===== src/hdl/backend_pkg.sv =====
package backend_pkg;

   // datapath and register file sizing
   localparam int data_w    = 16;
   localparam int preg_w    = 6;
   localparam int num_preg  = 64;
   localparam int rob_idx_w = 6;

   // function-unit slots
   localparam int num_units = 3;
   localparam int slot_alu1 = 0;
   localparam int slot_alu2 = 1;
   localparam int slot_mult = 2;

   typedef enum logic [2:0] {
      alu_add    = 3'd0,
      alu_and    = 3'd1,
      alu_or     = 3'd2,
      alu_xor    = 3'd3,
      alu_sll    = 3'd4,
      alu_srl    = 3'd5,
      alu_slt    = 3'd6,
      alu_pass_b = 3'd7
   } alu_mode_e;

   // packet as it leaves the issue queue
   typedef struct packed {
      logic                 valid;
      logic [rob_idx_w-1:0] rob_idx;
      logic [preg_w-1:0]    dst_preg;
      logic [preg_w-1:0]    src1_preg;
      logic [preg_w-1:0]    src2_preg;
      logic [data_w-1:0]    imm;
      logic                 imm_vld;
      logic                 ldi;
      alu_mode_e            mode;
      logic                 inv_rt;
      logic                 reg_wrt;
   } inst_pkt_t;

   // packet after register read with its operands resolved
   typedef struct packed {
      logic                 valid;
      logic [rob_idx_w-1:0] rob_idx;
      logic [preg_w-1:0]    dst_preg;
      logic                 reg_wrt;
      logic [data_w-1:0]    op1;
      logic [data_w-1:0]    op2;
      logic [data_w-1:0]    imm;
      logic                 ldi;
      alu_mode_e            mode;
      logic                 inv_rt;
   } opnd_pkt_t;

   typedef struct packed {
      logic                 valid;
      logic [rob_idx_w-1:0] rob_idx;
      logic [preg_w-1:0]    dst_preg;
      logic                 reg_wrt;
      logic [data_w-1:0]    data;
   } result_t;

endpackage


===== src/hdl/phys_reg_file.sv =====
`timescale 1ns/1ns

module phys_reg_file (
   input  logic                                                    clk,
   input  logic                                                    rst_n,
   input  logic [2*backend_pkg::num_units-1:0][backend_pkg::preg_w-1:0] rd_addr,
   output logic [2*backend_pkg::num_units-1:0][backend_pkg::data_w-1:0] rd_data,
   input  logic [backend_pkg::num_units-1:0]                        wr_en,
   input  logic [backend_pkg::num_units-1:0][backend_pkg::preg_w-1:0]   wr_addr,
   input  logic [backend_pkg::num_units-1:0][backend_pkg::data_w-1:0]   wr_data
);

   import backend_pkg::*;

   localparam int num_rd = 2 * num_units;

   logic [data_w-1:0] regs [num_preg];

   // all registers read zero out of reset
   always_ff @(posedge clk) begin
      if (!rst_n) begin
         for (int i = 0; i < num_preg; i++) begin
            regs[i] <= '0;
         end
      end else begin
         // later slots overwrite earlier ones on an address clash
         for (int w = 0; w < num_units; w++) begin
            if (wr_en[w]) begin
               regs[wr_addr[w]] <= wr_data[w];
            end
         end
      end
   end

   // combinational read with same-cycle write bypass
   always_comb begin
      for (int r = 0; r < num_rd; r++) begin
         rd_data[r] = regs[rd_addr[r]];
         // highest write slot wins
         for (int w = 0; w < num_units; w++) begin
            if (wr_en[w] && (wr_addr[w] == rd_addr[r])) begin
               rd_data[r] = wr_data[w];
            end
         end
      end
   end

endmodule


===== config.mk =====
export PLATFORM = sky130hd
export DESIGN_NAME = phys_reg_file
export DESIGN_NICKNAME = d
export VERILOG_FILES = /design/src/hdl/backend_pkg.sv /design/src/hdl/phys_reg_file.sv
export SDC_FILE = /design/constraint.sdc
export NUM_CORES = 2
export LEC_CHECK = 0
export BUFFER_PORTS_ARGS = -buffer_cell sky130_fd_sc_hd__buf_2
export CAP_MARGIN = 30
export CORE_ASPECT_RATIO = 0.9
export CORE_MARGIN = 2
export CORE_UTILIZATION = 35
export CTS_CLUSTER_SIZE = 30
export DETAILED_ROUTE_END_ITERATION = 7
export PLACE_DENSITY_LB_ADDON = 0.05
export SYNTH_ARGS = -nofsm -noshare
export SYNTH_HDL_FRONTEND = slang
export SYNTH_SLANG_ARGS = --single-unit

===== constraint.sdc =====
create_clock -name clk -period 3.3 [get_ports clk]
set_clock_uncertainty 0.1 [all_clocks]
set_input_delay 0.66 -clock clk [delete_from_list [all_inputs] [get_ports clk]]
set_output_delay 0.66 -clock clk [all_outputs]
set_load 0.02 [all_outputs]

## After elaboration in Yosys (flattened, before gate mapping)

Memory sizes are Yosys's and may differ from the RTL's.
Index checks and enable logic that the tools add are counted.

- Bits in registers: 0
- Latch bits: 0
- Bits in writable memories: 1024
- Memory bits (read-only): 0
- Bits of input ports: 107
- Output and inout port bits: 96
- Memories kept: 1

- $add $sub $neg: 0
- $mul: 0
- Divide/modulo/power cells: 0
- $lt $le $gt $ge: 0
- Equality and inequality tests: 18
- Shift operators: 0
- Mux-type cells: 37
- Bitwise gates (word level): 0
- Reduce and logical (&&, ||, !) cells: 21

Memories:

| name | depth | bits a word | rd ports | clocked after memory_dff | write ports | line | RTL |
|---|---|---|---|---|---|---|---|
| regs | 64 | 16 | 6 | 0 | 64 | phys_reg_file.sv:17 | `logic [data_w-1:0] regs [num_preg];` |

Operator list:

| kind | count |
|---|---|
| two-way mux 16 bit | 21 |
| equality test 6 bit | 18 |
| OR reduction 16 bit | 3 |
| logical AND 1 bit | 18 |
| two-way mux 6 bit | 3 |
| two-way mux 1 bit | 13 |

## Depth between registers and ports, before layout

- Word-level depth: 5
- Mapped depth: 10

## Worst setup path before layout

No wires, ideal clock.

- Path kind: input port to output port
- Start: input port rd_addr[14] (netlist bit)
- End: output port rd_data[44] (netlist bit)
- Arrival time: 2664 ps
- Required time: 2540 ps
- Slack: -124 ps
- Cell stages on the path: 8
- Cells stage by stage: buf_2 > buf_6 > buf_2 > buf_1 > mux4_2 > mux4_2 > a22oi_1 > a31oi_1

RTL lines:

| item | line | RTL |
|---|---|---|
| from (decl) | phys_reg_file.sv:6 | `input logic [2*backend_pkg::num_units-1:0][backend_pkg::preg_w-1:0] rd_addr,` |
| to (decl) | phys_reg_file.sv:7 | `output logic [2*backend_pkg::num_units-1:0][backend_pkg::data_w-1:0] rd_data,` |

==> results.toml <==
[run_status]
status = "finished with violations"
violations = "setup timing"

[die]
rows = 192
pin_count = 203
die-area_um2 = 308000
die_h_um = 527
core_area_um2 = 303000
die_x_um = 585
start_util_pct = 35.1

[logic_synthesis]
syn_area_per_cell_um2 = 11.8
synthesis.area_um2 = 106000
async_reset_ff_share_pct = 0
synth-main-ff-cell = "edfxtp_1"
yosysTopAreaCell = "mux4_2"
yosys_warnings = 0
synth_seq_cells = 1024
synth_seq_area_share_pct = 28.9
syn-instance-count = 8989
ys_types = 70
synth_area_leaders = "mux4_2, edfxtp_1, a22oi_1"
syn_nets = 9096
synth-edff-count = 1024
synth.top_cell.area_share_pct = 37.3

[setup_path]
cp.required_ns = 2.54
crit_type = "register to output port"
worst-endpoint-arrival_ns = 3.88
cp_slowest_cell = "a22oi_2"
critPathMaxStageDelay_ns = 0.70
critPathCaptureType = "output port"
crit_family = "multiplexers"
cp_max_fo = 6
critPathBufInv = 3
cp_num_cells = 7
worstSetupStartpointType = "register"
startpoint = "regs[38][2]"
crit_chain = "buf_6 > mux4_2 > mux4_2 > a22oi_2 > buf_4 > a31oi_4 > buf_6"
worstSetupEndpoint = "rd_data[82]"

[job]
drv_cap = 0

[clock_tree]
htreeDepth = 4
numCtsBuffers = 144
cts_tree = "built"
path_clk_slew_ns = 0.07
clockBufferDepth = 4
cts_sinks = 1024
cts_root_buf = "clkbuf_16"

[detailed_routing]
routed_wl_mm = 744
vias = 107000
ant_nets = 0
drcViolationCount = 0
first_pass_iters = 7
drtIter0Drc = 18400
vias_per_cell = 7.47
wl_per_cell_um = 51.8

[worst_hold_path]
holdCritPathClass = "primary input to register"

[placement]
portBuffers = 202
place_inst = 14000
place.gp.congestion = 1.09
preCtsSetupSlack_ns = -1.83
place_area_um2 = 130000
hpwl_mm = 556

[global_routing]
track_usage_pct = 47.4
grt-ovfl-total = 0
grt_pass1_wl_mm = 977
grt_pass1_vias = 101000
grt_antenna_before_repair = 59
grt_max_degree = 57

[sta]
drv_slew = 0
min_period_ns = 4.64
rsz0062_at_grt = "yes"
slew_headroom_pct = 25.9
finalWorstSetupSlack_ns = -1.34
tightestPinTransition_ns = 1.10
finalCritPeriodShare_pct = 141
clock.fmax_mhz = 216
setup_violations = 96
hold_viol = 0

[cells_and_area]
fin_nets = 10300
utilization_pct = 45.7
largest_reg_flops = 1024
nFillCells = 27600
top_register = "regs"
syn_to_final_growth_pct = 30.2
top_regs = "regs x1024"
drive_gt1_share_pct = 47.4
instances_no_fill = 14400
stdcell_area_um2 = 139000

[power_and_ir_drop]
leakagePower_nw = 46.0
cellPowerDensity_nw_per_um2 = 366
finalPower_w = 0.0507
ir_drop_mv = 0.406
-- metal layers --
metal,wire length (um),vias up,global-route usage [%]
met5,556,-,0.282
met1,267000,55700,59.4
met2,297000,9955,64.0
li1,-,39800,-
met4,55500,44,28.2
met3,124000,1911,24.9
-- cell type report --
class | count | area (um2) | area share (%)
tap | 4074 | 5100 | 3.68
timing repair buffer | 2379 | 26000 | 18.8
multi-input combinational | 6574 | 72000 | 51.9
clock buffer | 172 | 3750 | 2.71
clock inverter | 76 | 748 | 0.540
inverter | 53 | 206 | 0.149
antenna | 21 | 52.6 | 0.0379
sequential | 1024 | 30700 | 22.2
-- placed cells by master, fill, tap and decap left out, drive strengths merged, types with 175 or more instances in the layout --
cell and count:
clkbuf 175, mux4 1766, a21oi 407, nand2 821, nor2 491, mux2i 227
edfxtp 1024, o21ai 686, buf 2376, a22oi 1067
-- power breakdown --
group | internal (W) | switching (W)
clock | 0.00900 | 0.00709
combinational | 0.00786 | 0.0102
sequential | 0.0151 | 0.00142
-- worst min path at each step --
| stage | from | cells after the start | end | slack, ns |
|---|---|---|---|---|
| after global placement | wr_data[21] | 3 | regs[1][5] | 1.06 |
| after detailed placement | wr_data[21] | 3 | regs[1][5] | 1.07 |
| after CTS | wr_data[21] | 3 | regs[1][5] | 0.18 |
| after global routing | wr_data[21] | 3 | regs[1][5] | 0.24 |
| final | wr_data[21] | 3 | regs[1][5] | 0.21 |
| after floorplan | wr_data[46] | 3 | regs[0][14] | 1.03 |
-- tightest hold or removal path: cells and delay by family --
family | cells | cell delay [ns]
AO/OA/AOI/OAI | 2 | 0.22
buffers and inverters | 1 | 0.17
-- metrics by stage --
step,setup TNS (ns),hold slack (ns)
2_1_floorplan,-0.629,1.03
3_3_place_gp,-100.39,1.06
3_5_place_dp,-92.42,1.07
4_1_cts,-85.22,0.179
5_1_grt,-84.94,0.235
6_report,-86.36,0.208
-- Yosys cell counts (18+ instances only) --
cell,n
nand2b_1,42
a221oi_2,18
o211ai_1,20
nand2_1,819
xnor2_1,69
a32oi_1,30
and4b_1,30
xor2_1,39
nor2b_1,40
buf_2,352
a2111oi_0,57
nor3_2,84
buf_1,92
edfxtp_1,1024
a221oi_1,115
nand3b_1,37
buf_4,88
mux2_2,42
nand3_1,85
buf_6,43
mux2i_1,227
a31oi_1,76
a22oi_1,1067
o21ai_1,395
a21oi_1,407
o22ai_1,102
o21ai_0,291
clkbuf_1,763
mux4_2,1762
inv_1,50
nor3_1,75
nor2_1,472
-- cell families (layout without fill, tap and decap cells) --
group | count (synthesis) | count (layout) | synth area share, %
other cells | 0 | 21 | 0
xor+xnor | 108 | 108 | 0.889
simple gates | 1821 | 1821 | 8.26
mux | 2035 | 2035 | 40.0
buf+inv | 1391 | 2680 | 5.93
flops | 1024 | 1024 | 28.9
compound gates | 2610 | 2610 | 16.1
-- what timing repair did --
item | 4_1_cts | 5_1_grt
setup buffers | 102 | 27
gates cloned | 0 | 1
pin swaps | 143 | 62
setup endpoints to repair | 96 | 96
gates resized for setup | 632 | 165
hold buffers | 0 | 0
Note: power is estimated with default switching activity, not from simulation.
