[src/hdl/backend_pkg.sv]
package backend_pkg;

   // datapath and register file sizing
   localparam int data_w    = 16;
   localparam int preg_w    = 6;
   localparam int num_preg  = 64;
   localparam int rob_idx_w = 6;

   // function-unit slots
   localparam int num_units = 3;
   localparam int slot_alu1 = 0;
   localparam int slot_alu2 = 1;
   localparam int slot_mult = 2;

   typedef enum logic [2:0] {
      alu_add    = 3'd0,
      alu_and    = 3'd1,
      alu_or     = 3'd2,
      alu_xor    = 3'd3,
      alu_sll    = 3'd4,
      alu_srl    = 3'd5,
      alu_slt    = 3'd6,
      alu_pass_b = 3'd7
   } alu_mode_e;

   // packet as it leaves the issue queue
   typedef struct packed {
      logic                 valid;
      logic [rob_idx_w-1:0] rob_idx;
      logic [preg_w-1:0]    dst_preg;
      logic [preg_w-1:0]    src1_preg;
      logic [preg_w-1:0]    src2_preg;
      logic [data_w-1:0]    imm;
      logic                 imm_vld;
      logic                 ldi;
      alu_mode_e            mode;
      logic                 inv_rt;
      logic                 reg_wrt;
   } inst_pkt_t;

   // packet after register read with its operands resolved
   typedef struct packed {
      logic                 valid;
      logic [rob_idx_w-1:0] rob_idx;
      logic [preg_w-1:0]    dst_preg;
      logic                 reg_wrt;
      logic [data_w-1:0]    op1;
      logic [data_w-1:0]    op2;
      logic [data_w-1:0]    imm;
      logic                 ldi;
      alu_mode_e            mode;
      logic                 inv_rt;
   } opnd_pkt_t;

   typedef struct packed {
      logic                 valid;
      logic [rob_idx_w-1:0] rob_idx;
      logic [preg_w-1:0]    dst_preg;
      logic                 reg_wrt;
      logic [data_w-1:0]    data;
   } result_t;

endpackage

[src/hdl/writeback_stage.sv]
`timescale 1ns/1ns

module writeback_stage (
   input  logic                                                  clk,
   input  logic                                                  rst_n,
   input  logic                                                  stall,
   input  backend_pkg::result_t [backend_pkg::num_units-1:0]     ex_result,
   output logic [backend_pkg::num_units-1:0]                     wr_en,
   output logic [backend_pkg::num_units-1:0][backend_pkg::preg_w-1:0] wr_addr,
   output logic [backend_pkg::num_units-1:0][backend_pkg::data_w-1:0] wr_data,
   output backend_pkg::result_t [backend_pkg::num_units-1:0]     done
);

   import backend_pkg::*;

   result_t [slot_alu2:slot_alu1] alu_q;
   result_t [num_units-1:0]       wb_res;

   // ALU results get their writeback register here
   always_ff @(posedge clk) begin
      if (!rst_n) begin
         alu_q[slot_alu1].valid <= 1'b0;
         alu_q[slot_alu2].valid <= 1'b0;
      end else if (!stall) begin
         alu_q[slot_alu1] <= ex_result[slot_alu1];
         alu_q[slot_alu2] <= ex_result[slot_alu2];
      end
   end

   always_comb begin
      wb_res[slot_alu1] = alu_q[slot_alu1];
      wb_res[slot_alu2] = alu_q[slot_alu2];
      // multiplier output is already its stage-two register
      wb_res[slot_mult] = ex_result[slot_mult];
      for (int s = 0; s < num_units; s++) begin
         done[s]       = wb_res[s];
         // held results report once when the stall drops
         done[s].valid = wb_res[s].valid & ~stall;
         wr_en[s]      = done[s].valid & wb_res[s].reg_wrt;
         wr_addr[s]    = wb_res[s].dst_preg;
         wr_data[s]    = wb_res[s].data;
      end
   end

endmodule

[config.mk]
export PLATFORM = sky130hd
export DESIGN_NAME = writeback_stage
export DESIGN_NICKNAME = d
export VERILOG_FILES = /design/src/hdl/backend_pkg.sv /design/src/hdl/writeback_stage.sv
export SDC_FILE = /design/constraint.sdc
export NUM_CORES = 1
export LEC_CHECK = 0
export BUFFER_PORTS_ARGS = -buffer_cell sky130_fd_sc_hd__buf_2
export CAP_MARGIN = 20
export CORE_ASPECT_RATIO = 0.8
export CORE_MARGIN = 4
export CORE_UTILIZATION = 30
export CTS_BUF_LIST = sky130_fd_sc_hd__clkbuf_4 sky130_fd_sc_hd__clkbuf_8 sky130_fd_sc_hd__clkbuf_16
export DETAILED_ROUTE_END_ITERATION = 10
export PLACE_DENSITY = 0.76
export SLEW_MARGIN = 10
export SYNTH_ARGS = -nofsm -noshare
export SYNTH_HDL_FRONTEND = slang
export SYNTH_SLANG_ARGS = --single-unit
[constraint.sdc]
create_clock -name clk -period 6.35 [get_ports clk]
set_input_delay 0.3175 -clock clk [delete_from_list [all_inputs] [get_ports clk]]
set_output_delay 0.3175 -clock clk [all_outputs]
set_load 0.01 [all_outputs]
---- Word-level counts from Yosys, hierarchy flattened ----
Cells that the tools add are included.
W data, S select, Z words.
word-level totals
  bits in registers ....................... 60
operators by class
  bitwise gates (word level) .............. 7
  reductions and logical operators ........ 1
operators with widths
  operator           count
  $and A1 B1 Y1      6
  $reduce_and A2 Y1  1
  $not A1 Y1         1

---- Longest topological paths before layout ----
  depth after elaboration ................. 3
  mapped depth ............................ 2
  gate-level depth less buffers ........... 2

---- Least setup slack after synthesis ----
Ideal clock, no wire load.
  path kind ............................... input port to flip-flop
  from .................................... input stall
  to ...................................... register alu_q (netlist bit done[0]) (enable)
  setup time .............................. 0.482 ns
  arrival ................................. 2.915 ns
  slack ................................... 2.953 ns
  stages .................................. 1
  cell sequence ........................... nor2b_1
on the way
  longest elaborated chain between the ends .. 2
ends and longest elaborated chain
  item                            RTL line               source
  start: declaration              writeback_stage.sv:6   input logic stall,
  $not A1 Y1 (no line)            n/a
  $reduce_and A2 Y1 (no line)     n/a
  end signal: indexed assignment  writeback_stage.sv:25  alu_q[slot_alu1] <= ex_result[slot_alu1];
  end signal: indexed assignment  writeback_stage.sv:26  alu_q[slot_alu2] <= ex_result[slot_alu2];
  end: declaration                writeback_stage.sv:16  result_t [slot_alu2:slot_alu1] alu_q;
No other way between the ends.
A chain may end at the register's enable or synchronous reset.

---- Worst setup path after layout ----
  from .................................... register alu_q[29] (netlist bit)
  to ...................................... output wr_en[0] (netlist bit)
on the way
  longest elaborated chain between the ends .. 2
ends and longest elaborated chain
  item              RTL line               source
  $and A1 B1 Y1     writeback_stage.sv:38  done[s].valid = wb_res[s].valid & ~stall;
  $and A1 B1 Y1     writeback_stage.sv:39  wr_en[s] = done[s].valid & wb_res[s].reg_wrt;
  end: declaration  writeback_stage.sv:8   output logic [backend_pkg::num_units-1:0] wr_en,
No other way between the ends.

==> impl_summary.txt <==
----------------------------------------------------
[Clocking]
  Resize count post-CTS ... 0
  Number of setup buffers added after CTS ... 0
  Worst skew pair latency ... about 0.31 ns
  Clock tree from TritonCTS ... yes
  Sinks on Clock Net ... 60
  H-tree levels ... 3
  Number of buffers between clock root and the deepest sink ... 2
  Clock transition at the registers of the reported paths ... roughly 0.050 ns
  Clock tree root buffer cell ... clkbuf_16
  Clock buffer count from CTS ... 9
  Hold-fix buffers, CTS ... 0

[Worst setup path]
  Data arrival time of the worst path ... ~1.1 ns
  Critical Setup Path Class ... register to output pin
  Kind of capture point of the worst setup path ... output pin
  Req. time, crit path ... 6.03 ns
  Maximum fanout along the worst path ... 2
  Critical path launch point type ... register
  Minimum setup slack among reg-to-reg paths ... 5.76 ns

[Routing]
  Avg WL per Cell ... ~15 um
  Number of remaining DRC errors ... 0
  Highest signal layer in the routed design ... met4
  Total wire length after detailed routing ... around 6100 um
  Number of search-and-repair iterations in the first detailed-routing pass ... 3
  Met2 WL ... approximately 3300 um
  Metal-1 WL ... around 1800 um
  Antenna-violating nets left ... 0
  Number of design-rule violations left by the first detailed-router iteration ... 43
  Detailed route wirelength on metal3 ... 844 um
  Total number of vias ... about 1400
  Number of vias per cell ... about 3.6

[Place]
  Half-perimeter wire length of the detailed placement result ... 4980 um
  Weighted congestion at the end of routability-driven global placement ... between 0.7 and 0.8
  Number of port buffers ... between 150 and 200

[Global route]
  Via count of the first global-routing pass ... between 1500 and 2000
  Overflow left after global routing ... 0
  Global-route wire length before repair ... ~9100 um
  Number of antenna violations at the first check in global routing ... 0
  GRT Util Overall ... 10.2%
  Maximum number of pins on one net before global-route repair ... slightly below 60

[Floorplan]
  Starting utilization of the core area ... between 30% and 40%
  Floorplan core area ... slightly below 0.01 mm^2
  Die Footprint ... about 0.012 mm^2
  I/O pin cnt ... about 250
  Horizontal extent of the die ... 120 um
  Floorplan die height ... between 90 and 100 um
  FP Rows ... 32

[Yosys]
  Count leader, synth ... buf_4
  Share of Yosys cell area claimed by the top area cell type ... 57.9%
  Warnings, synthesis ... 0
  Net count of the mapped netlist ... ~320
  Mean Syn Cell Area ... 13.4 um^2
  Top cells by count, synth ... 153 x buf_4, 58 x edfxtp_1, 6 x nor2b_1
  Number of enable flip-flop cells after synthesis ... 58
  Cell area after synthesis ... ~0.0030 mm^2
  Fraction of registers with async set/reset ... 0%
  Mapped Cells ... 224
  Sequential share of the synthesized area ... 59.3%
  Synthesized flop and latch total ... 60
  Top area cells in the synthesized netlist ... edfxtp_1 58%, buf_4 38%, dfxtp_1 1.3%
  Distinct cell type count of the synthesized netlist ... 6
  Top flip-flop cell by instance count after synthesis ... edfxtp_1
  Cell type with the largest total area after synthesis ... edfxtp_1

[Pwr]
  Share of power burned in registers ... 46.3%
  Power per Cell Area ... roughly 320 mW/mm^2
  Internal power ... between 800 and 900 uW
  Worst vdd ir ... around 0.14 mV
  Clk network pwr share ... 44.1%
  Psw ... 221 uW
  Logic gate share of total power ... 9.6%
  Lkg Pwr ... between 1 and 1.5 nW
  Switching share of power ... approximately 21%

[Finish]
  Net count reported at finish ... approximately 350
  Synth-to-layout area growth ... 6.16%
  Antenna diodes ... 0
  Post-layout utilization of the core ... 32.8%
  Share of layout cells above drive strength 1 ... a little under three quarters

[Timing]
  Final count of pins violating max slew ... 0
  Final hold violations ... 0
  Setup repair after global routing missed its margin ... no
  Accumulated negative setup slack ... 0 ns
  Final critical delay including setup and external delays ... between 1 and 1.5 ns
  Final setup skew ... 0 ns
  Final Setup Violations ... 0
  Part of the cycle the worst path needs ... approximately 22%
  Highest Clock Rate ... 725 MHz
  Worst slew slack as a fraction of its limit ... between 50% and 60%
  Tightest Pin Transition ... slightly below 0.7 ns

[Run]
  Total of max-cap violations ... 0

[Outcome]
  Run status ... finished, final reports clean

[Min path]
  Worst Hold Class ... primary input to register

----------------------------------------------------
[through the flow]
stage                     area [um^2]  power (mW)  std cells  setup slack [ns]  hold WS [ns]
final                            3190        1.03        397              4.97         0.178
after detailed placement         2910       0.585        381              4.76         0.496
after floorplan                  3010       0.605        224              2.95         0.416
after global placement           2910       0.582        381              4.80         0.492
after CTS                        3190        1.05        397              4.95         0.160
after global routing             3190        1.08        397              4.86         0.154
[area by class of cell]
| type | count | area (um^2) |
|---|---|---|
| clock buffer | 9 | 225 |
| clock inverter | 7 | 57.6 |
| fill | 955 | 6540 |
| multi-input combinational | 11 | 83.8 |
| sequential | 60 | 1780 |
| tap | 136 | 170 |
| timing repair buffer | 174 | 873 |
[critical path, stage by stage (launching register included)]
cell,delay (ns)
dfxtp_1,0.32
nor2b_1,0.17
and2_1,0.14
buf_2,0.12
[registers in the layout, summed over array words and instances, names as in the netlist]
name   flops
alu_q      2
done      58
[power by group through the flow]
| stage | clock network [mW] | logic (mW) | registers (mW) |
|---|---|---|---|
| after floorplan | 0 | 0.123 | 0.482 |
| after detailed placement | 0 | 0.101 | 0.484 |
| after global placement | 0 | 0.0991 | 0.483 |
| after global routing | 0.496 | 0.107 | 0.479 |
| final | 0.453 | 0.0983 | 0.476 |
| after CTS | 0.470 | 0.101 | 0.477 |
[cell families after synthesis]
kind of cell           share of synthesized area (%)
buffers and inverters                           38.2
flip-flops                                      59.3
AND/OR/NAND/NOR                                 1.87
multiplexers                                   0.666
[worst paths after layout]
check | startpoint | endpoint | cells after the start
setup reg to reg | alu_q[29] | alu_q[29] | 2
hold / removal | ex_result[54] | done[54] | 1
setup / recovery | alu_q[29] | wr_en[0] | 3
hold reg to reg | alu_q[59] | alu_q[59] | 2
[routing by layer]
metal | GRT usage [%] | up-vias
li1 | - | 647
met1 | 9.22 | 630
met2 | 18.6 | 127
met3 | 6.00 | 21
met4 | 4.14 | 0
met5 | 0 | -
[placed cells by master, fill, tap and decap left out, drive strengths merged]
cell,count
and2,3
buf,174
bufinv,1
clkbuf,9
clkinv,5
clkinvlp,1
dfxtp,2
edfxtp,58
mux2i,2
nor2b,6
(Power assumes the default switching activity.)
