### config.mk
export PLATFORM = sky130hd
export DESIGN_NAME = operand_stage
export DESIGN_NICKNAME = d
export VERILOG_FILES = /design/src/hdl/backend_pkg.sv /design/src/hdl/operand_stage.sv
export SDC_FILE = /design/constraint.sdc
export NUM_CORES = 1
export LEC_CHECK = 0
export ABC_CLOCK_PERIOD_IN_PS = 19000
export BUFFER_PORTS_ARGS = -buffer_cell sky130_fd_sc_hd__buf_4
export CORE_AREA = 2 2 187 189
export DETAILED_ROUTE_END_ITERATION = 8
export DIE_AREA = 0 0 189 191
export REMOVE_ABC_BUFFERS = 1
export SETUP_SLACK_MARGIN = 0.15
export SKIP_LAST_GASP = 1
export SYNTH_ARGS = -nofsm -noshare
export SYNTH_HDL_FRONTEND = slang
export SYNTH_SLANG_ARGS = --single-unit
### constraint.sdc
create_clock -name clk -period 19 [get_ports clk]
set_input_delay 1.9 -clock clk [delete_from_list [all_inputs] [get_ports clk]]
set_output_delay 1.9 -clock clk [all_outputs]
set_load 0.03 [all_outputs]
### src/hdl/backend_pkg.sv
package backend_pkg;

   // datapath and register file sizing
   localparam int data_w    = 16;
   localparam int preg_w    = 6;
   localparam int num_preg  = 64;
   localparam int rob_idx_w = 6;

   // function-unit slots
   localparam int num_units = 3;
   localparam int slot_alu1 = 0;
   localparam int slot_alu2 = 1;
   localparam int slot_mult = 2;

   typedef enum logic [2:0] {
      alu_add    = 3'd0,
      alu_and    = 3'd1,
      alu_or     = 3'd2,
      alu_xor    = 3'd3,
      alu_sll    = 3'd4,
      alu_srl    = 3'd5,
      alu_slt    = 3'd6,
      alu_pass_b = 3'd7
   } alu_mode_e;

   // packet as it leaves the issue queue
   typedef struct packed {
      logic                 valid;
      logic [rob_idx_w-1:0] rob_idx;
      logic [preg_w-1:0]    dst_preg;
      logic [preg_w-1:0]    src1_preg;
      logic [preg_w-1:0]    src2_preg;
      logic [data_w-1:0]    imm;
      logic                 imm_vld;
      logic                 ldi;
      alu_mode_e            mode;
      logic                 inv_rt;
      logic                 reg_wrt;
   } inst_pkt_t;

   // packet after register read with its operands resolved
   typedef struct packed {
      logic                 valid;
      logic [rob_idx_w-1:0] rob_idx;
      logic [preg_w-1:0]    dst_preg;
      logic                 reg_wrt;
      logic [data_w-1:0]    op1;
      logic [data_w-1:0]    op2;
      logic [data_w-1:0]    imm;
      logic                 ldi;
      alu_mode_e            mode;
      logic                 inv_rt;
   } opnd_pkt_t;

   typedef struct packed {
      logic                 valid;
      logic [rob_idx_w-1:0] rob_idx;
      logic [preg_w-1:0]    dst_preg;
      logic                 reg_wrt;
      logic [data_w-1:0]    data;
   } result_t;

endpackage

### src/hdl/operand_stage.sv
`timescale 1ns/1ns

module operand_stage (
   input  logic                                                    clk,
   input  logic                                                    rst_n,
   input  logic                                                    stall,
   input  backend_pkg::inst_pkt_t [backend_pkg::num_units-1:0]     issue,
   output logic [2*backend_pkg::num_units-1:0][backend_pkg::preg_w-1:0] rd_addr,
   input  logic [2*backend_pkg::num_units-1:0][backend_pkg::data_w-1:0] rd_data,
   output backend_pkg::opnd_pkt_t [backend_pkg::num_units-1:0]     opnd
);

   import backend_pkg::*;

   inst_pkt_t [num_units-1:0] issue_q;
   opnd_pkt_t [num_units-1:0] opnd_d;
   opnd_pkt_t [num_units-1:0] opnd_q;

   // issue register drops packets offered during a stall
   always_ff @(posedge clk) begin
      if (!rst_n) begin
         for (int s = 0; s < num_units; s++) begin
            issue_q[s].valid <= 1'b0;
         end
      end else if (!stall) begin
         issue_q <= issue;
      end
   end

   // port 2s reads src1 and port 2s+1 reads src2
   always_comb begin
      for (int s = 0; s < num_units; s++) begin
         rd_addr[2*s]   = issue_q[s].src1_preg;
         rd_addr[2*s+1] = issue_q[s].src2_preg;
      end
   end

   always_comb begin
      for (int s = 0; s < num_units; s++) begin
         opnd_d[s].valid    = issue_q[s].valid;
         opnd_d[s].rob_idx  = issue_q[s].rob_idx;
         opnd_d[s].dst_preg = issue_q[s].dst_preg;
         opnd_d[s].reg_wrt  = issue_q[s].reg_wrt;
         opnd_d[s].op1      = rd_data[2*s];
         // immediate replaces the second source
         opnd_d[s].op2      = issue_q[s].imm_vld ? issue_q[s].imm : rd_data[2*s+1];
         opnd_d[s].imm      = issue_q[s].imm;
         opnd_d[s].ldi      = issue_q[s].ldi;
         opnd_d[s].mode     = issue_q[s].mode;
         opnd_d[s].inv_rt   = issue_q[s].inv_rt;
      end
   end

   always_ff @(posedge clk) begin
      if (!rst_n) begin
         for (int s = 0; s < num_units; s++) begin
            opnd_q[s].valid <= 1'b0;
         end
      end else if (!stall) begin
         opnd_q <= opnd_d;
      end
   end

   assign opnd = opnd_q;

endmodule

# Word-level counts from Yosys, hierarchy flattened
# Index checks and enable logic that the tools add are counted.
[word_totals]
register_bits = 345
latchBits = 0
mem_bits_rw = 0
romBits = 0
input_bits = 243
out_inout_bits = 237
word_cells = 68
memories = 0
[classes]
add_sub_neg = 0
multipliers = 0
div_mod_pow = 0
magnitude_cmp = 0
n_eq_ne = 0
shift = 0
mux = 3
bitwise_logic = 1
n_reduce_logical = 1
[ops]
columns = ["cell", "n"]
rows = [
  ["$mux W16", 3],
  ["$reduce_and A2 Y1", 1],
  ["$not A1 Y1", 1],
]

# Depth between registers and ports, before layout
# Gate-level depths: netlist (run 1).
[logic_depth]
depth_word = 2
mapped_depth = 3
mapped_depth_nobuf = 2

# Worst setup path before layout (run 1)
# No wires, ideal clock.
[synth_timing]
path_type = "input -> register"
start = "input port stall"
end = "register issue_q[0] (netlist bit) (enable)"
setup_ns = 1.085
arrival_ns = 16.973
required_time_ns = 17.915
setup_slack_ns = 0.942
cell_stages = 2
path_buffers = 1
path_cell_list = "buf_2 -> nor2b_1"
[synth_via]
elab_chain_cells = 2
[synth_rtl]
columns = ["item", "line", "rtl"]
rows = [
  ["from (decl)", "operand_stage.sv:6", "input logic stall,"],
  ["$not A1 Y1 (no line)", "-", ""],
  ["$reduce_and A2 Y1 (no line)", "-", ""],
  ["to (signal assigned)", "operand_stage.sv:26", "issue_q <= issue;"],
  ["to (decl)", "operand_stage.sv:15", "inst_pkt_t [num_units-1:0] issue_q;"],
]
# No other way between the ends.
# A chain may end at the register's enable or synchronous reset.

# Final worst setup path (run 1)
[layout_timing]
start = "input port stall"
end = "register opnd_q, in the netlist opnd[53] (enable)"
[layout_via]
elab_chain_cells = 2
[layout_rtl]
columns = ["item", "line", "rtl"]
rows = [
  ["$not A1 Y1 (no line)", "-", ""],
  ["$reduce_and A2 Y1 (no line)", "-", ""],
  ["to (signal assigned)", "operand_stage.sv:60", "opnd_q <= opnd_d;"],
  ["to (decl)", "operand_stage.sv:17", "opnd_pkt_t [num_units-1:0] opnd_q;"],
]
# No other way between the ends.

==> results.txt, run 1 <==
----------------------------------------------------
[Layout]
  Growth of design area from synthesis to finish ... 43.9%
  Net count of the finished layout ... 1171
  Fraction of final layout cells with drive strength greater than 1 ... 61.0%

[STA]
  Clock Skews ... 5.95 ps
  Final setup violating endpoints ... 0
  Total negative slack for setup checks ... 0 ps
  Final worst-path cycle share ... 24.2%
  Pins Over Slew Limit ... 0
  Post-layout minimum cycle time ... 4590 ps
  Max-Slew Margin vs Limit ... 32.5%
  Number of hold violations in the final report ... 0
  Transition at the pin with the smallest max-transition slack ... 1010 ps
  Highest clock rate ... 0.218 GHz
  Unrepaired setup endpoints after global routing ... false

[Critical path]
  Required time worst endpoint ... 19130 ps
  Critical Path End Type ... flip-flop
  Critical Path Start Type ... primary input
  Cells along the critical path ... buf_4 > nor2b_4 > buf_4 > buf_4
  Most used cell, CP ... buf_4
  Cell type of the slowest stage on the worst timing path ... buf_4
  Sum of buffers and inverters on the critical path ... 3
  Data arrival time of the critical path ... 4720 ps
  Category of the most critical setup path ... in -> reg
  Kind of cell with the highest combined delay on the critical path ... buffers and inverters
  Largest fanout on the critical path ... 81
  Peak per-stage delay on the critical path ... 910 ps

[Floorplan]
  Die footprint ... 0.0361 sq mm
  I/O pin count ... 480
  # rows ... 68
  Standard cell core area ... 0.0341 sq mm
  Initial core utilization ... 33.5%
  Die boundary width ... 189 um
  Chip Height ... 191 um

[Yosys]
  Primary FF master, synth ... edfxtp_1
  Cells after synthesis ... 449
  Async set-or-reset flop fraction in the synthesized netlist ... 0%
  Synth warn ... 0
  Most frequent cell after synthesis ... edfxtp_1
  Adder-Cell Fraction of Synth Area ... 0%
  Main combinational cell family by area after synthesis ... multiplexers
  Xor/xnor cell area share of the yosys netlist ... 0%
  Mux cell area share after synthesis ... 6.24%
  Synth top area share ... 89.1%
  Synth Register Bits ... 345
  Post-synth top cells ... edfxtp_1 (339), buf_4 (36), mux2_4 (30)
  Simple-gate portion of the synthesized area ... 0.383%
  Post-synthesis instance area ... 0.0114 sq mm
  EDFF count, synth ... 339
  Cell type contributing the most total cell area after synthesis ... edfxtp_1
  Top post-synthesis cells by area ... edfxtp_1 (89%), mux2_4 (3.9%), buf_4 (2.4%)
  Complex-gate fraction of the synthesized area ... 0%
  Number of distinct standard cells referenced by the synthesized netlist ... 10
  Sequential cell area fraction in the yosys report ... 90.1%
  Mean cell area of the mapped netlist ... 25.4 sq um

[Clock network]
  Total setup buffers inserted after CTS ... 0
  Clock sink count ... 345
  CTS clock-pin slew for the worst setup and hold paths ... 60 ps
  Root buf cell ... clkbuf_16
  Total CTS buffers ... 37
  Number of hold buffers added after cts ... 0
  TritonCTS clock tree ... yes
  H-Tree Depth ... 2
  Worst-skew pair later-pin latency ... 510 ps
  Clk buf depth ... 3
  Post-cts resize count ... 0

[Drt]
  Vias post-DR ... 5869
  Number of DRC markers after the initial detailed-route iteration ... 241
  First-pass iteration count of the detailed router ... 4
  Wire length after detailed routing ... 25.3 mm
  Residual DRC ... 0
  Post-detailed-route count of antenna-violating nets ... 0
  Average vias per placed instance ... 4.16
  Routed WL per cell ... 17.9 um

[Pwr]
  Part of the total power dissipated in sequential elements ... 51.6%
  Max VDD drop ... 0.0786 mV
  Switching part of the total power ... 21.5%
  Power density over the cells ... 106 mW/mm^2
  Int Power ... 1.37 mW
  Clk network pwr share ... 39.5%
  Leakage power of the design ... 6.50 nW
  Final Power ... 1.75 mW
  Combinational share of power ... 8.9%
  Switching power ... 0.376 mW

[Global route]
  Antenna violations before repair ... 0
  First-pass GRT wire length ... 35.9 mm
  Total GRT Usage ... 13.3%
  Maximum number of pins on one net before global-route repair ... 82
  Total gr overflow ... 0
  Via count of the first global-routing pass ... 6161

[Placed design]
  Count of input and output buffers ... 479
  DP HPWL ... 18.4 mm
  GPL Wtd Cong ... 0.748

[Min path]
  Classification of the worst-slack hold path ... reg -> reg

[Outcome]
  Result of the run ... complete, no violations

[Run]
  Number of maximum-capacitance constraint violations ... 0

----------------------------------------------------
==> cell type report <==
class | instances | area, sq um
diodes | 1 | 2.50
clock buffers | 47 | 1010
clock inverters | 19 | 171
fillers | 2881 | 17700
multi-input cells | 61 | 764
flip-flops and latches | 345 | 10300
well taps | 455 | 569
repair buffers | 483 | 3630
==> placed cells by master (no fill, tap or decap), types with 7 or more instances in the layout <==
| cell | count |
|---|---|
| clkbuf_1 | 8 |
| edfxtp_1 | 339 |
| clkbuf_16 | 39 |
| mux2_4 | 30 |
| clkinv_1 | 7 |
| buf_4 | 483 |
| mux2_2 | 18 |
==> sequential cells by signal (all words and copies together) (netlist names) <==
name	count
opnd	201
rd_addr	36
issue_q	108
==> final timing paths <==
path,cells past startpoint,slack (ps),startpoint,endpoint
min reg2reg,0,420,issue_q[133],opnd[190]
max,4,14410,stall,opnd[53]
min,0,420,issue_q[133],opnd[190]
max reg2reg,1,17310,issue_q[102],opnd[157]
==> layer usage <==
layer	global-route usage, %	part of all wire [%]	vias up
met1	14.4	35	2800
met5	0	0	-
met4	5.29	2.9	0
met2	23.1	51	321
li1	-	-	2696
met3	5.49	11	52
==> cells by family after synthesis <==
family        after synthesis
flops                     345
simple gates                7
mux                        54
buf+inv                    43
==> through the flow <==
| stage | std cells | worst slack (ps) | hold slack [ps] | area (sq um) | utilization (%) |
|---|---|---|---|---|---|
| floorplan | 406 | 1030 | 400 | 11100 | - |
| global placement | 1344 | 13900 | 400 | 15300 | 44.7 |
| detailed placement | 1344 | 13840 | 405 | 15300 | 44.7 |
| CTS | 1410 | 14390 | 418 | 16400 | 48.2 |
| global route | 1410 | 14150 | 420 | 16400 | 48.2 |
| finish | 1411 | 14410 | 416 | 16400 | 48.2 |
==> power groups by stage <==
stage	Clock [mW]	Combinational [mW]	Sequential (mW)
global route	0.743	0.163	0.908
CTS	0.714	0.158	0.904
detailed placement	0	0.158	0.920
global placement	0	0.156	0.918
floorplan	0	0.0243	0.982
finish	0.692	0.155	0.903
Note: power is estimated with default switching activity, not from simulation.
==> run 2: changes to the inputs <==
- ABC_CLOCK_PERIOD_IN_PS: 19000 -> 4260
- CORE_AREA: 2 2 187 189 -> 2 2 184 186
- DIE_AREA: 0 0 189 191 -> 0 0 186 188
- clock period: 19 -> 4.26 ns (I/O delays scaled with it)
==> run 2 against run 1 <==
Net effect: critical path depth shrank 3; sequential share of layout area shrank 0.17 points; combinational power grew to 4.5 times the previous value; final area grew 0.27%; critical endpoint is now opnd[22]; clock power grew to 4.5 times the previous value; global-route usage grew 0.86 points; flip-flop and latch count is the same; largest cell class unchanged; total power grew to 4.5 times the previous value; sequential power grew to 4.5 times the previous value; worst setup slack lost 12000 ps; largest power group unchanged.
==> results.txt, run 2 (synthesized netlist as in run 1, its figures left out) <==
----------------------------------------------------
[Outcome]
  Result of the run ... complete, no violations

[Floorplan]
  Chip Height ... 188 um (-1.6%)
  Standard cell core area ... 0.0331 sq mm (-2.9%)
  Die boundary width ... 186 um (-1.6%)
  Die footprint ... 0.0350 sq mm (-3.1%)
  Initial core utilization ... 34.5% (+1.0 points)
  I/O pin count ... 480 (unchanged)
  # rows ... 67 (-1.5%)

[Layout]
  Fraction of final layout cells with drive strength greater than 1 ... 61.3% (+0.21 points)
  Commonest cells after routing, fill and taps aside ... buf_4 (482), edfxtp_1 (339), clkbuf_16 (41)
  Growth of design area from synthesis to finish ... 44.3%
  Combined flip-flop and latch cell area ... 0.0103 sq mm (unchanged)
  Number of standard cells in the layout, taps in and fillers out ... 1403 (-0.57%)
  Area of the multi-input gates ... 764 sq um (unchanged)
  Net count of the finished layout ... 1173 (+0.17%)
  Largest register FFs ... 201 (unchanged)
  ANT cells ... 0 (-1)
  Most common library cell in the layout ignoring fill and taps ... buf_4
  Number of fill cells in the layout ... 2763 (-4.1%)
  Final design utilization ... 49.8% (+1.6 points)

[Clock network]
  CTS clock-pin slew for the worst setup and hold paths ... 60 ps (about the same)
  H-Tree Depth ... 2 (unchanged)
  TritonCTS clock tree ... yes
  Clk buf depth ... 3 (unchanged)
  Total setup buffers inserted after CTS ... 0 (unchanged)
  Post-cts resize count ... 0 (unchanged)
  Number of hold buffers added after cts ... 0 (unchanged)
  Clock sink count ... 345 (unchanged)
  Worst-skew pair later-pin latency ... 510 ps (about the same)
  Root buf cell ... clkbuf_16
  Total CTS buffers ... 38 (+2.7%)

[Drt]
  Wire length after detailed routing ... 25.9 mm (+2.5%)
  Number of DRC markers after the initial detailed-route iteration ... 338 (+40%)
  Post-detailed-route count of antenna-violating nets ... 0 (unchanged)
  Average vias per placed instance ... 4.14 (-0.41%)
  Vias post-DR ... 5812 (-0.97%)
  Routed WL per cell ... 18.5 um (+3.1%)
  First-pass iteration count of the detailed router ... 4 (unchanged)
  Residual DRC ... 0 (unchanged)

[Placed design]
  DP Cell Count ... 1338 (-0.45%)
  DP HPWL ... 19.1 mm (+3.5%)
  Count of input and output buffers ... 479 (unchanged)
  GPL Wtd Cong ... 0.745 (-0.45%)

[Pwr]
  Leakage power of the design ... 6.52 nW (+0.39%)
  Max VDD drop ... 0.295 mV (+270%)
  Final Power ... 7.84 mW (+350%)
  Power density over the cells ... 476 mW/mm^2 (+350%)

[Global route]
  First-pass GRT wire length ... 36.4 mm (+1.3%)
  Global-route track usage on met3 ... 5.22% (-0.26 points)
  Most used routing layer in global routing ... met2
  Via count of the first global-routing pass ... 5916 (-4.0%)
  Maximum number of pins on one net before global-route repair ... 163 (+99%)
  Antenna violations before repair ... 0 (unchanged)
  Total gr overflow ... 0 (unchanged)
  GR Util met1 ... 17.4% (+3.0 points)
  Total GRT Usage ... 14.1% (+0.86 points)
  Met2 usage in global routing ... 23.5% (+0.43 points)

[Min path]
  Classification of the worst-slack hold path ... in -> reg

[STA]
  Total negative slack for setup checks ... 0 ps (unchanged)
  Post-layout minimum cycle time ... 1650 ps
  Pins Over Slew Limit ... 0 (unchanged)
  Final worst-path cycle share ... 38.6%
  Number of hold violations in the final report ... 0 (unchanged)
  Highest clock rate ... 0.608 GHz
  Final setup violating endpoints ... 0 (unchanged)
  Transition at the pin with the smallest max-transition slack ... 970 ps (-42.9 ps)
  Clock Skews ... 10.1 ps (+4.18 ps)
  Unrepaired setup endpoints after global routing ... false
  Max-Slew Margin vs Limit ... 35.4% (+2.9 points)

[Critical path]
  Data arrival time of the critical path ... 1900 ps (-2820 ps)
  Kind of cell with the highest combined delay on the critical path ... flip-flops
  Peak per-stage delay on the critical path ... 970 ps (+60 ps)
  Category of the most critical setup path ... reg -> reg
  Sum of buffers and inverters on the critical path ... 0 (-3)
  Cells along the critical path ... mux2_2
  Required time worst endpoint ... 4510 ps (-14620 ps)
  Largest fanout on the critical path ... 16 (-80%)
  Critical Path End Type ... flip-flop
  Critical Path Start Type ... flip-flop
  Cell type of the slowest stage on the worst timing path ... edfxtp_1

[Run]
  Number of maximum-capacitance constraint violations ... 0 (unchanged)

----------------------------------------------------
-- run 2: changes by cell type in the layout (fill, tap and decap cells not counted), sizes merged --
| cell | change |
|---|---|
| clkbuf | +5 |
| inv | -1 |
| bufinv | -1 |
| buf | +1 |
| diode | -1 |
| clkinv | -4 |
-- run 2: layout make-up --
cell class,count,share of cell area (%)
timing repair buffer,484,22.2
clock buffer,52,6.60
tap,448,3.40
multi-input combinational,61,4.64
clock inverter,13,0.683
sequential,345,62.5
-- run 2: path summary, 6_finish.rpt --
kind,start,to,slack (ps),cells after the start
max reg2reg,issue_q[6],opnd[22],2610,1
min reg2reg,issue_q[2],opnd[1],420,0
min,issue[103],issue_q[103],90,1
max,issue_q[6],opnd[22],2610,1
-- run 2: layer usage --
| layer | wire length (um) | share of wire (%) |
|---|---|---|
| met1 | 10000 | 39 |
| met2 | 13000 | 50 |
| met3 | 2520 | 9.7 |
| met4 | 427 | 1.6 |
| met5 | 0 | 0 |
-- run 2: power breakdown --
part / switching (mW) / internal [mW] / leakage [nW]
clock network: 1.22 / 1.90 / 0.588
logic: 0.374 / 0.328 / 2.70
registers: 0.0721 / 3.95 / 3.23
-- run 2: metrics by stage --
stage,area [sq um],hold WS (ps),worst slack [ps]
after detailed placement,15300,405,2220
final,16500,91.6,2610
after global placement,15300,400,2240
after floorplan,11100,400,-12230
after global routing,16500,62.0,2540
after CTS,16500,59.7,2580
