==> config.mk <==
export PLATFORM = sky130hd
export DESIGN_NAME = alu_unit
export DESIGN_NICKNAME = d
export VERILOG_FILES = /design/src/hdl/backend_pkg.sv /design/src/hdl/alu_unit.sv
export SDC_FILE = /design/constraint.sdc
export NUM_CORES = 1
export LEC_CHECK = 0
export BUFFER_PORTS_ARGS = -buffer_cell sky130_fd_sc_hd__buf_2
export CELL_PAD_IN_SITES_DETAIL_PLACEMENT = 1
export CELL_PAD_IN_SITES_GLOBAL_PLACEMENT = 1
export CORE_UTILIZATION = 41
export DETAILED_ROUTE_END_ITERATION = 10
export PLACE_DENSITY = 0.92
export REMOVE_ABC_BUFFERS = 1
export SLEW_MARGIN = 5
export SYNTH_ARGS = -nofsm -noshare
export SYNTH_HDL_FRONTEND = slang
export SYNTH_SLANG_ARGS = --single-unit
==> constraint.sdc <==
create_clock -name vclk -period 5.8
set_input_delay 1.16 -clock vclk [all_inputs]
set_output_delay 1.16 -clock vclk [all_outputs]
set_load 0.01 [all_outputs]
==> src/hdl/backend_pkg.sv <==
package backend_pkg;

   // datapath and register file sizing
   localparam int data_w    = 16;
   localparam int preg_w    = 6;
   localparam int num_preg  = 64;
   localparam int rob_idx_w = 6;

   // function-unit slots
   localparam int num_units = 3;
   localparam int slot_alu1 = 0;
   localparam int slot_alu2 = 1;
   localparam int slot_mult = 2;

   typedef enum logic [2:0] {
      alu_add    = 3'd0,
      alu_and    = 3'd1,
      alu_or     = 3'd2,
      alu_xor    = 3'd3,
      alu_sll    = 3'd4,
      alu_srl    = 3'd5,
      alu_slt    = 3'd6,
      alu_pass_b = 3'd7
   } alu_mode_e;

   // packet as it leaves the issue queue
   typedef struct packed {
      logic                 valid;
      logic [rob_idx_w-1:0] rob_idx;
      logic [preg_w-1:0]    dst_preg;
      logic [preg_w-1:0]    src1_preg;
      logic [preg_w-1:0]    src2_preg;
      logic [data_w-1:0]    imm;
      logic                 imm_vld;
      logic                 ldi;
      alu_mode_e            mode;
      logic                 inv_rt;
      logic                 reg_wrt;
   } inst_pkt_t;

   // packet after register read with its operands resolved
   typedef struct packed {
      logic                 valid;
      logic [rob_idx_w-1:0] rob_idx;
      logic [preg_w-1:0]    dst_preg;
      logic                 reg_wrt;
      logic [data_w-1:0]    op1;
      logic [data_w-1:0]    op2;
      logic [data_w-1:0]    imm;
      logic                 ldi;
      alu_mode_e            mode;
      logic                 inv_rt;
   } opnd_pkt_t;

   typedef struct packed {
      logic                 valid;
      logic [rob_idx_w-1:0] rob_idx;
      logic [preg_w-1:0]    dst_preg;
      logic                 reg_wrt;
      logic [data_w-1:0]    data;
   } result_t;

endpackage

==> src/hdl/alu_unit.sv <==
`timescale 1ns/1ns

module alu_unit (
   input  backend_pkg::opnd_pkt_t opnd,
   output backend_pkg::result_t   result
);

   import backend_pkg::*;

   logic [data_w-1:0] op2_eff;
   logic [data_w-1:0] sum;
   logic [3:0]        shamt;
   logic [data_w-1:0] alu_out;

   // inverted rt plus carry in turns add into subtract
   assign op2_eff = opnd.inv_rt ? ~opnd.op2 : opnd.op2;
   assign sum     = opnd.op1 + op2_eff + {{(data_w-1){1'b0}}, opnd.inv_rt};

   // shifts only look at the low nibble
   assign shamt = op2_eff[3:0];

   always_comb begin
      case (opnd.mode)
         alu_add: begin
            alu_out = sum;
         end
         alu_and: begin
            alu_out = opnd.op1 & op2_eff;
         end
         alu_or: begin
            alu_out = opnd.op1 | op2_eff;
         end
         alu_xor: begin
            alu_out = opnd.op1 ^ op2_eff;
         end
         alu_sll: begin
            alu_out = opnd.op1 << shamt;
         end
         alu_srl: begin
            alu_out = opnd.op1 >> shamt;
         end
         alu_slt: begin
            alu_out = {{(data_w-1){1'b0}}, ($signed(opnd.op1) < $signed(op2_eff))};
         end
         default: begin
            alu_out = op2_eff;
         end
      endcase
   end

   always_comb begin
      result.valid    = opnd.valid;
      result.rob_idx  = opnd.rob_idx;
      result.dst_preg = opnd.dst_preg;
      result.reg_wrt  = opnd.reg_wrt;
      // load immediate bypasses the ALU entirely
      result.data     = opnd.ldi ? opnd.imm : alu_out;
   end

endmodule

# Word-level counts from Yosys, hierarchy flattened

Cells that the tools add are included.
Widths: inputs -> output; s select.

Add/subtract/negate cells: 2
Multipliers: 0
Div/mod/pow operators: 0
Order comparisons: 1
Eq/ne operators: 6
Shift-type cells: 2
Mux-type cells: 3
Bitwise logic cells: 4
Reductions and logical operators: 1

Operator list:

| cell               | count |
|---|---|
| $pmux 16 s7        | 1 |
| $mux 16            | 2 |
| $add 16x1->16      | 1 |
| $add 16x16->16     | 1 |
| $and 16x16->16     | 1 |
| $lt 16x16->1       | 1 |
| $not 16->16        | 1 |
| $or 16x16->16      | 1 |
| $shl 16x4->16      | 1 |
| $shr 16x4->16      | 1 |
| $xor 16x16->16     | 1 |
| $eq 3x3->1 const B | 3 |
| $eq 3x2->1 const B | 2 |
| $eq 3x1->1 const B | 1 |
| $logic_not 3->1    | 1 |

Register bits: 0
Bits in latches: 0
Memory bits (writable): 0
Bits in read-only memories: 0
Input bits: 67
Output and inout port bits: 30
Word-level logic and storage cells: 19
Memories kept: 0

# Logic depth before layout (Yosys ltp)

Gate-level depths: netlist (run 1).

Word-level depth: 6
Mapped depth: 13
Depth with buffers taken out: 10

# Worst setup path after synthesis (run 1)

No wires, ideal clock.

Path kind: input to output
Start: in opnd[23] in the netlist's numbering
End: out result[14] in the netlist's numbering
Arrival time: 3.933 ns
Data required time: 4.640 ns
Path slack: 0.707 ns
Stages: 13
Path buffers: 3
Cells stage by stage: clkbuf_1 xnor2_4 inv_2 buf_4 buf_2 ha_1 nor2b_1 o21bai_1 a21oi_1 or4_1 a211oi_1 xnor2_1 o31ai_1

RTL lines:

| what               | line          | RTL |
|---|---|---|
| start: declaration | alu_unit.sv:4 | `input backend_pkg::opnd_pkt_t opnd,` |
| end: declaration   | alu_unit.sv:5 | `output backend_pkg::result_t result` |

==> results of run 1 <==
[worst max path at each step]
stage	startpoint	endpoint	slack [ns]	cells after the start
2_1_floorplan	opnd[21]	result[10]	0.71	9
3_3_place_gp	opnd[0]	result[11]	0.47	11
3_5_place_dp	opnd[0]	result[11]	0.39	11
4_1_cts	opnd[0]	result[11]	0.39	11
5_1_grt	opnd[0]	result[13]	0.14	11
6_report	opnd[0]	result[11]	0.32	11
[cells by family after synthesis]
group                      after synthesis
and+or+nand+nor                        220
buffers and inverters                  104
AOI/OAI and AO/OA                      198
adders and majority gates               33
xor gates and xnor gates                26
muxes                                   47
[synthesized netlist by cell type (4+ instances only)]
| master | instances | area, um2 |
|---|---|---|
| a211oi_1 | 7 | 52.6 |
| a21o_1 | 5 | 37.5 |
| a21oi_1 | 53 | 265 |
| a221oi_1 | 9 | 78.8 |
| a22oi_1 | 6 | 45.0 |
| a31oi_1 | 10 | 62.6 |
| and2_1 | 4 | 25.0 |
| buf_2 | 12 | 60.1 |
| buf_4 | 17 | 128 |
| clkbuf_1 | 32 | 120 |
| ha_1 | 32 | 400 |
| inv_1 | 36 | 135 |
| mux2_2 | 6 | 67.6 |
| mux2i_1 | 22 | 220 |
| mux4_1 | 8 | 210 |
| mux4_2 | 9 | 203 |
| nand2_1 | 62 | 233 |
| nand2b_1 | 6 | 37.5 |
| nand3_1 | 15 | 75.1 |
| nor2_1 | 84 | 315 |
| nor2b_1 | 7 | 43.8 |
| nor3_1 | 12 | 60.1 |
| o2111ai_1 | 4 | 35.0 |
| o211ai_1 | 8 | 60.1 |
| o21ai_0 | 34 | 170 |
| o21ai_1 | 5 | 25.0 |
| o221ai_1 | 6 | 52.6 |
| o22ai_1 | 9 | 56.3 |
| o31ai_1 | 4 | 30.0 |
| or3_1 | 8 | 50.1 |
| xnor2_1 | 13 | 114 |
| xor2_1 | 9 | 78.8 |
[stage by stage]
stage	instance area, um2	total power [mW]
6_report	4580	0.562
5_1_grt	4580	0.600
4_1_cts	4580	0.547
3_5_place_dp	4580	0.544
3_3_place_gp	4580	0.522
2_1_floorplan	3940	0.347
[layout make-up]
class / count / area [um2]
multi-input combinational: 524 / 3790
fill: 1340 / 5370
inverter: 38 / 148
timing repair buffer: 86 / 473
tap: 133 / 166
[per-layer routing]
| metal | wire length (um) | vias to the layer above | share of wire, % | track usage, % |
|---|---|---|---|---|
| li1 | - | 2349 | - | - |
| met2 | 8280 | 369 | 45 | 53.6 |
| met5 | 0 | - | 0 | 0 |
| met3 | 1840 | 94 | 10 | 6.14 |
| met1 | 7200 | 2572 | 39 | 41.4 |
| met4 | 1070 | 0 | 5.8 | 16.9 |
[power groups by stage]
stage	logic [mW]	registers (mW)	clock network [mW]
6_report	0.562	0	0
5_1_grt	0.600	0	0
4_1_cts	0.547	0	0
3_5_place_dp	0.544	0	0
3_3_place_gp	0.522	0	0
2_1_floorplan	0.347	0	0
==> results, run 1 <==
- Measured along the y axis, the die boundary spans around 100 um.
- Setup repair after global routing left no endpoint under its margin.
- The worst setup path is launched from an input pin.
- The main combinational cell family by area after synthesis is compound AO/OA/AOI/OAI gates.
- The synthesized netlist devotes a little under a third of its cell area to compound gates.
- The distinct cell type count of the synthesized netlist is between 70 and 80.
- The clock network is responsible for 0% of the overall power.
- Timing analysis after detailed placement gives a worst setup slack of 0.389 ns.
- The combinational fraction of design power is 100.0%.
- The antenna diode count is 0.
- The die extent in x is between 100 and 150 um.
- The sum of negative setup slack is 0 ns.
- The critical hold path startpoint is opnd[53].
- For this configuration, the core starts out at a cell density of between 40% and 50%.
- Counting the clock-network buffers in the layout gives 0.
- The count of maximum capacitance violations is 0.
- The run finished with clean final reports.
- In this run the worst hold path is classified as in -> out.
- The library cell contributing the largest single delay on the critical path is buf_2.
- Sequential cells were found to cover 0% of the synthesized design area.
- Buffers added to address setup during post-CTS repair amount to 0.
- The number of placed instances, taps included, is between 700 and 800.
- The final count of pins violating max slew came to 0.
- The leakage power is 1.99 nW.
- The global-route wire length before repair is just under 30 mm.
- Registers are responsible for 0% of the overall power.
- STA classifies the critical path endpoint as a primary output.
- The critical path goes through buf_2 > xor2_1 > ha_1 > a21oi_1 > o21bai_1 > a211o_1 > o21ai_1 > a21boi_0 > or3_1 > nand3_1 > buf_2.
- Along the worst path, the maximum fanout reaches 17.
- In the layout the commonest cells are nor2_1 (84), buf_2 (69), nand2_1 (62), a21oi_1 (53), inv_1 (36).
- Leaving out fill and tap cells, the most frequent cell in the layout is nor2_1.
- The utilization after layout is a little under half.
- The switching fraction of total power is about three fifths.
- After detailed routing, the total wire length is about 18 mm.
- The cell depth of the worst min-delay path is 0.
- The number of antenna violations at the first check in global routing is 0.
- The total count of hold-check failures in the final report is 0.
- In the post-route analysis, the smallest setup slack over all paths is about 0.32 ns.
- The maximum clock frequency is ~180 MHz.
- The congestion estimate from routability-driven global placement came to between 0.9 and 1.
- After the last flow step, the layout net total stands at 750.
- The end point of the worst hold path is result[16].
- VDD sags by at most about 44 uV.
- The total of hold buffers inserted after clock tree synthesis is 0.
- Once detail routing completed, the nets flagged for antenna violations numbered 0.
- A synthesized cell averages between 6 and 7 um2.
- The most prevalent standard cell on the critical path is buf_2.
- The die area is ~11000 um2.
- The fraction of synthesized area in multiplexers is between 10% and 20%.
- At the pin with the least slew margin, the transition time is 0.812 ns.
- The kind of cell adding the most delay to the critical path is compound AO/OA/AOI/OAI gates.
- The floorplan has 36 rows.
- The number of buffers and inverters on the critical path is 2.
- Setup violations remaining at the end of the flow were counted as 0.
- The critical path data arrival time is 4.32 ns.
- The classification of the worst setup path is in -> out.
- For this run, the number of Yosys warnings is 0.
- The number of design rule violations left after detail routing is 0.
- The fraction of the mapped netlist area in simple logic gates is roughly a quarter.
- The first-pass iteration count of the detailed router is 6.
- Pin placement for this block handled between 90 and 100 I/O pins.
- The core region area is 9950 um2.
- The placed wire-length estimate after detailed placement is 14.3 mm.
- The minimum clock period is around 5.5 ns.
- Relative to the synthesized area, the layout overhead comes to 6.73%.
- The post-synthesis share of cell area spent on full adders, half adders and majority gates is about a tenth.
- Of the available clock period, the critical path in the final layout requires between 90% and 100%.
- The number of global-route vias before repair is between 5000 and 6000.
- The worst hold slack is 2.32 ns.
- The detailed router finished its first iteration with around 610 violations.
- The routed wirelength normalized by instance count is between 20 and 25 um.
- Power spread over the standard cell area amounts to roughly 120 nW/um2.
- The detail-routed via count per cell is between 6 and 7.
- Global routing used between 30% and 40% of the available tracks across all layers.
- The design has 0 sequential cells.
- The aggregate global routing overflow is 0.
- The count of vias placed by the detailed router is 5384.
- The number of gates resized after cts is 0.
- The largest net degree at the start of global routing is 41.
- For the worst setup path, the data required time is about 4.6 ns.
- Synthesis produced approximately 630 cells.
- The design internal power is roughly 220 uW.
- The share of the synthesized netlist area taken by xor and xnor gates is 6.53%.
- The number of standard cells in the layout, taps in and fillers out is 781.
- The power spent charging and discharging nets is around 350 uW.
- The delay of the slowest cell on the worst path is ~0.57 ns.
- In this run the cell area of the synthesized design comes to 4290 um2.
- The sequential cells in the finished layout cover a total of 0 um2.
- Measured against its own limit, the worst slew margin works out to 45.9%.
- Buffers placed on the I/O ports in this run total about 70.
- Of the cells placed in the final design, the portion with a size suffix greater than 1 is 18.5%.
(Power assumes the default switching activity.)
==> run 2: changes to the inputs <==
ABC_AREA = 1   (was unset)
CORE_UTILIZATION = 36   (was 41)
GPL_ROUTABILITY_DRIVEN = 0   (was unset)
MAX_ROUTING_LAYER = met4   (was unset)
PLACE_DENSITY = 0.91   (was 0.92)
==> run 2 against run 1 <==
Compared with the run above: die area decreased by 1.9%; critical endpoint is now result[7]; flip-flop and latch count unchanged; final cell count increased by 14%; via count decreased by 3.6%; power decreased by 23%; critical path type unchanged; synthesized cell count increased by 16%; setup slack improved by 0.37 ns.
==> results, run 2 <==
- The flow ran to the end, and the final reports show no timing, DRC or antenna violations.
- The global-route wire length before repair is between 20 and 30 mm.
- The die covers between 10000 and 15000 um2.
- The boundary pin count is 97.
- The cell depth of the worst min-delay path is 0.
- The pre-antenna-repair detailed-routing pass consisted of 5 iterations.
- The total count of hold-check failures in the final report is 0.
- The core region is 9860 um2.
- The minimum clock period is roughly 5.1 ns.
- The total power per unit cell area is 109 nW/um2.
- At the end of the flow the core is filled with cells to around 40%.
- The die extent in x is slightly above 100 um.
- The worst hold path terminates at result[16].
- In the synthesized netlist, mux cells make up less than 1% of the area.
- The number of gates resized after CTS was 0.
- The area growth from synthesis to layout is 7.21%.
- The count of yosys warnings during synthesis is 0.
- The fraction of the mapped netlist area in simple logic gates is between 40 and 50%.
- The tightest slew margin relative to the limit is 48.4%.
- The post-synthesis sequential area ratio is 0%.
- Of the cells placed in the final design, the portion with a size suffix greater than 1 is 13.0%.
- The number of antenna violations at the first check in global routing is 0.
- The number of design rule violations left after detail routing is 0.
- The sum of negative setup slack is 0 ns.
- The maximum vdd ir drop is around 31 uV.
- The classification of the worst setup path is in -> out.
- The critical hold path startpoint is opnd[53].
- The chip height is a little over 100 um.
- The worst setup path is launched from an input pin.
- The slowest stage of the critical path belongs to the cell ha_1.
- After synthesis, the largest family of logic cells by area is simple AND/OR/NAND/NOR gates.
- The actual transition at the worst max-transition pin is 0.768 ns.
- Summed over all cells, the static leakage comes to 2.20 nW.
- The most common cell after layout, fill and taps aside is nand2_1.
- The antenna diode count is 0.
- At the worst endpoint, the arrival time is between 3 and 4 ns.
- Walking the worst path, the cells encountered are buf_2 > inv_4 > nand2_1 > nand2_2 > ha_1 > nand3_1 > nand2_1 > a21o_1 > o21ai_0 > nand4_1 > nand2_1 > nand2_1 > buf_2.
- The number of filler cells placed in the layout is ~1500.
- Global routing consumed, over all layers together, 31.3% of the routing resources.
- After detailed routing, the number of vias per cell comes to a little under 6.
- The cell that appears most often on the critical path is nand2_1.
- The largest net degree at the start of global routing is roughly 40.
- The count of endpoints failing setup in the final report is 0.
- The routed design has 15.9 mm of wire.
- The distinct cell type count of the synthesized netlist is 43.
- The synthesized netlist devotes 11.4% of its cell area to adder and majority cells.
- In the post-synthesis netlist, the biggest area contributors are nand2_1 (24%), ha_1 (11%), inv_1 (8.7%).
- The HPWL after detailed placement is around 13 mm.
- The top fanout value on the critical path is 28.
- The final count of pins violating max slew is 0.
- The count of vias placed by the detailed router is 5192.
- Buffers placed on the I/O ports in this run total between 60 and 70.
- The path class of the tightest hold or removal check is in -> out.
- Averaged over all synthesized cells, the footprint is around 5 um2.
- The flip-flop and latch count is 0.
- The data required time of the worst path is ~4.6 ns.
- The number of clock buffers in the layout is 0.
- In the synthesized netlist, the cells that appear most often are nand2_1 (241), inv_1 (86), a21oi_1 (53).
- The top-area cell type share of the netlist area is between 20% and 30%.
- The total overflow left after global routing is 0.
- The maximum clock frequency is between 150 and 200 MHz.
- The cell area that synthesis handed to floorplanning was 3700 um2.
- Across the whole layout, storage elements account for 0 um2.
- The net total in the final layout is ~860.
- In the layout the commonest cells are nand2_1 (241), inv_1 (86), buf_2 (69), a21oi_1 (53), nand3_1 (51).
- After technology mapping, the gate count stands at between 700 and 800.
- For this configuration, the core starts out at a cell density of a little under two fifths.
- The tool flagged a number of max-cap violations equal to 0.
- The total number of placement rows is 36.
- The total of hold buffers inserted after clock tree synthesis is 0.
- The cell type with the highest aggregate area in the netlist is nand2_1.
- The number of global-route vias before repair was around 5000.
- The count of buffers added by post-CTS timing repair for setup is 0.
- The element type at the critical path end is a primary output.
- The synthesized netlist devotes 26.1% of its cell area to compound gates.
- The final critical path takes up roughly nine tenths of the cycle.
- The detail route stage leaves a number of antenna-violating nets equal to 0.
- The dominant cell by count in the synthesized netlist is nand2_1.
- After detailed routing, the average wire length per cell comes to 17.8 um.
- The delay of the slowest cell on the worst path is around 0.47 ns.
- Setup repair after global routing left no endpoint under its margin.
- The first routing iteration left approximately 400 violations.
- Summing the areas of all xor and xnor instances in the mapped netlist gives under 10% of the synthesized area.
-- run 2: cell types whose count changed after synthesis, moves of 9 or more --
cell,before,now
clkbuf_1,32,4
inv_1,36,86
o21ai_1,5,46
mux2i_1,22,2
mux4_2,9,0
o21ai_0,34,48
nand2_1,62,241
nand3_1,15,51
nor2_1,84,45
-- run 2: cell type report --
type	instances	area (um2)	area share, %
well taps	133	166	4.20
repair buffers	74	383	9.66
multi-input cells	592	3060	77.2
inverters	94	355	8.97
-- run 2: power breakdown --
part | total [mW] | internal [mW] | switching [mW]
Sequential | 0 | 0 | 0
Clock | 0 | 0 | 0
Combinational | 0.430 | 0.137 | 0.293
Total | 0.430 | 0.137 | 0.293
-- run 2: worst max-delay path by stage --
stage | startpoint | depth (start not counted) | slack [ns] | endpoint
CTS | opnd[0] | 16 | 0.77 | result[6]
global placement | opnd[0] | 13 | 0.89 | result[7]
global route | opnd[0] | 16 | 0.49 | result[6]
detailed placement | opnd[0] | 16 | 0.78 | result[6]
finish | opnd[0] | 13 | 0.69 | result[7]
floorplan | opnd[0] | 15 | 1.45 | result[8]
-- run 2: routing by layer --
metal  vias up  routed length (um)  track usage, %
met5         -                   0               -
met4         0                 510            10.9
met3        48                1490            3.76
met1      2442                6560            40.1
met2       263                7310            50.6
li1       2439                   -               -
-- run 2: worst max-delay path: cells and delay by family --
family	cells	cell delay [ns]
simple gates	7	0.94
buf+inv	3	0.76
compound gates	2	0.63
fa+ha+maj	1	0.47
-- run 2: stage by stage --
| stage | cell area, um2 | power [mW] | setup WS [ns] | instances | hold slack [ns] |
|---|---|---|---|---|---|
| 2_1_floorplan | 3410 | 0.274 | 1.45 | 686 | 2.32 |
| 3_3_place_gp | 3960 | 0.404 | 0.886 | 893 | 2.32 |
| 3_5_place_dp | 3960 | 0.418 | 0.779 | 893 | 2.32 |
| 4_1_cts | 3960 | 0.419 | 0.771 | 893 | 2.32 |
| 5_1_grt | 3960 | 0.478 | 0.490 | 893 | 2.32 |
| 6_report | 3960 | 0.430 | 0.687 | 893 | 2.32 |
-- run 2: cell families after synthesis --
logic type                 after synthesis
and+or+nand+nor                        374
AOI/OAI and AO/OA                      177
buffers and inverters                  134
adders and majority gates               33
xor gates and xnor gates                 6
muxes                                    2
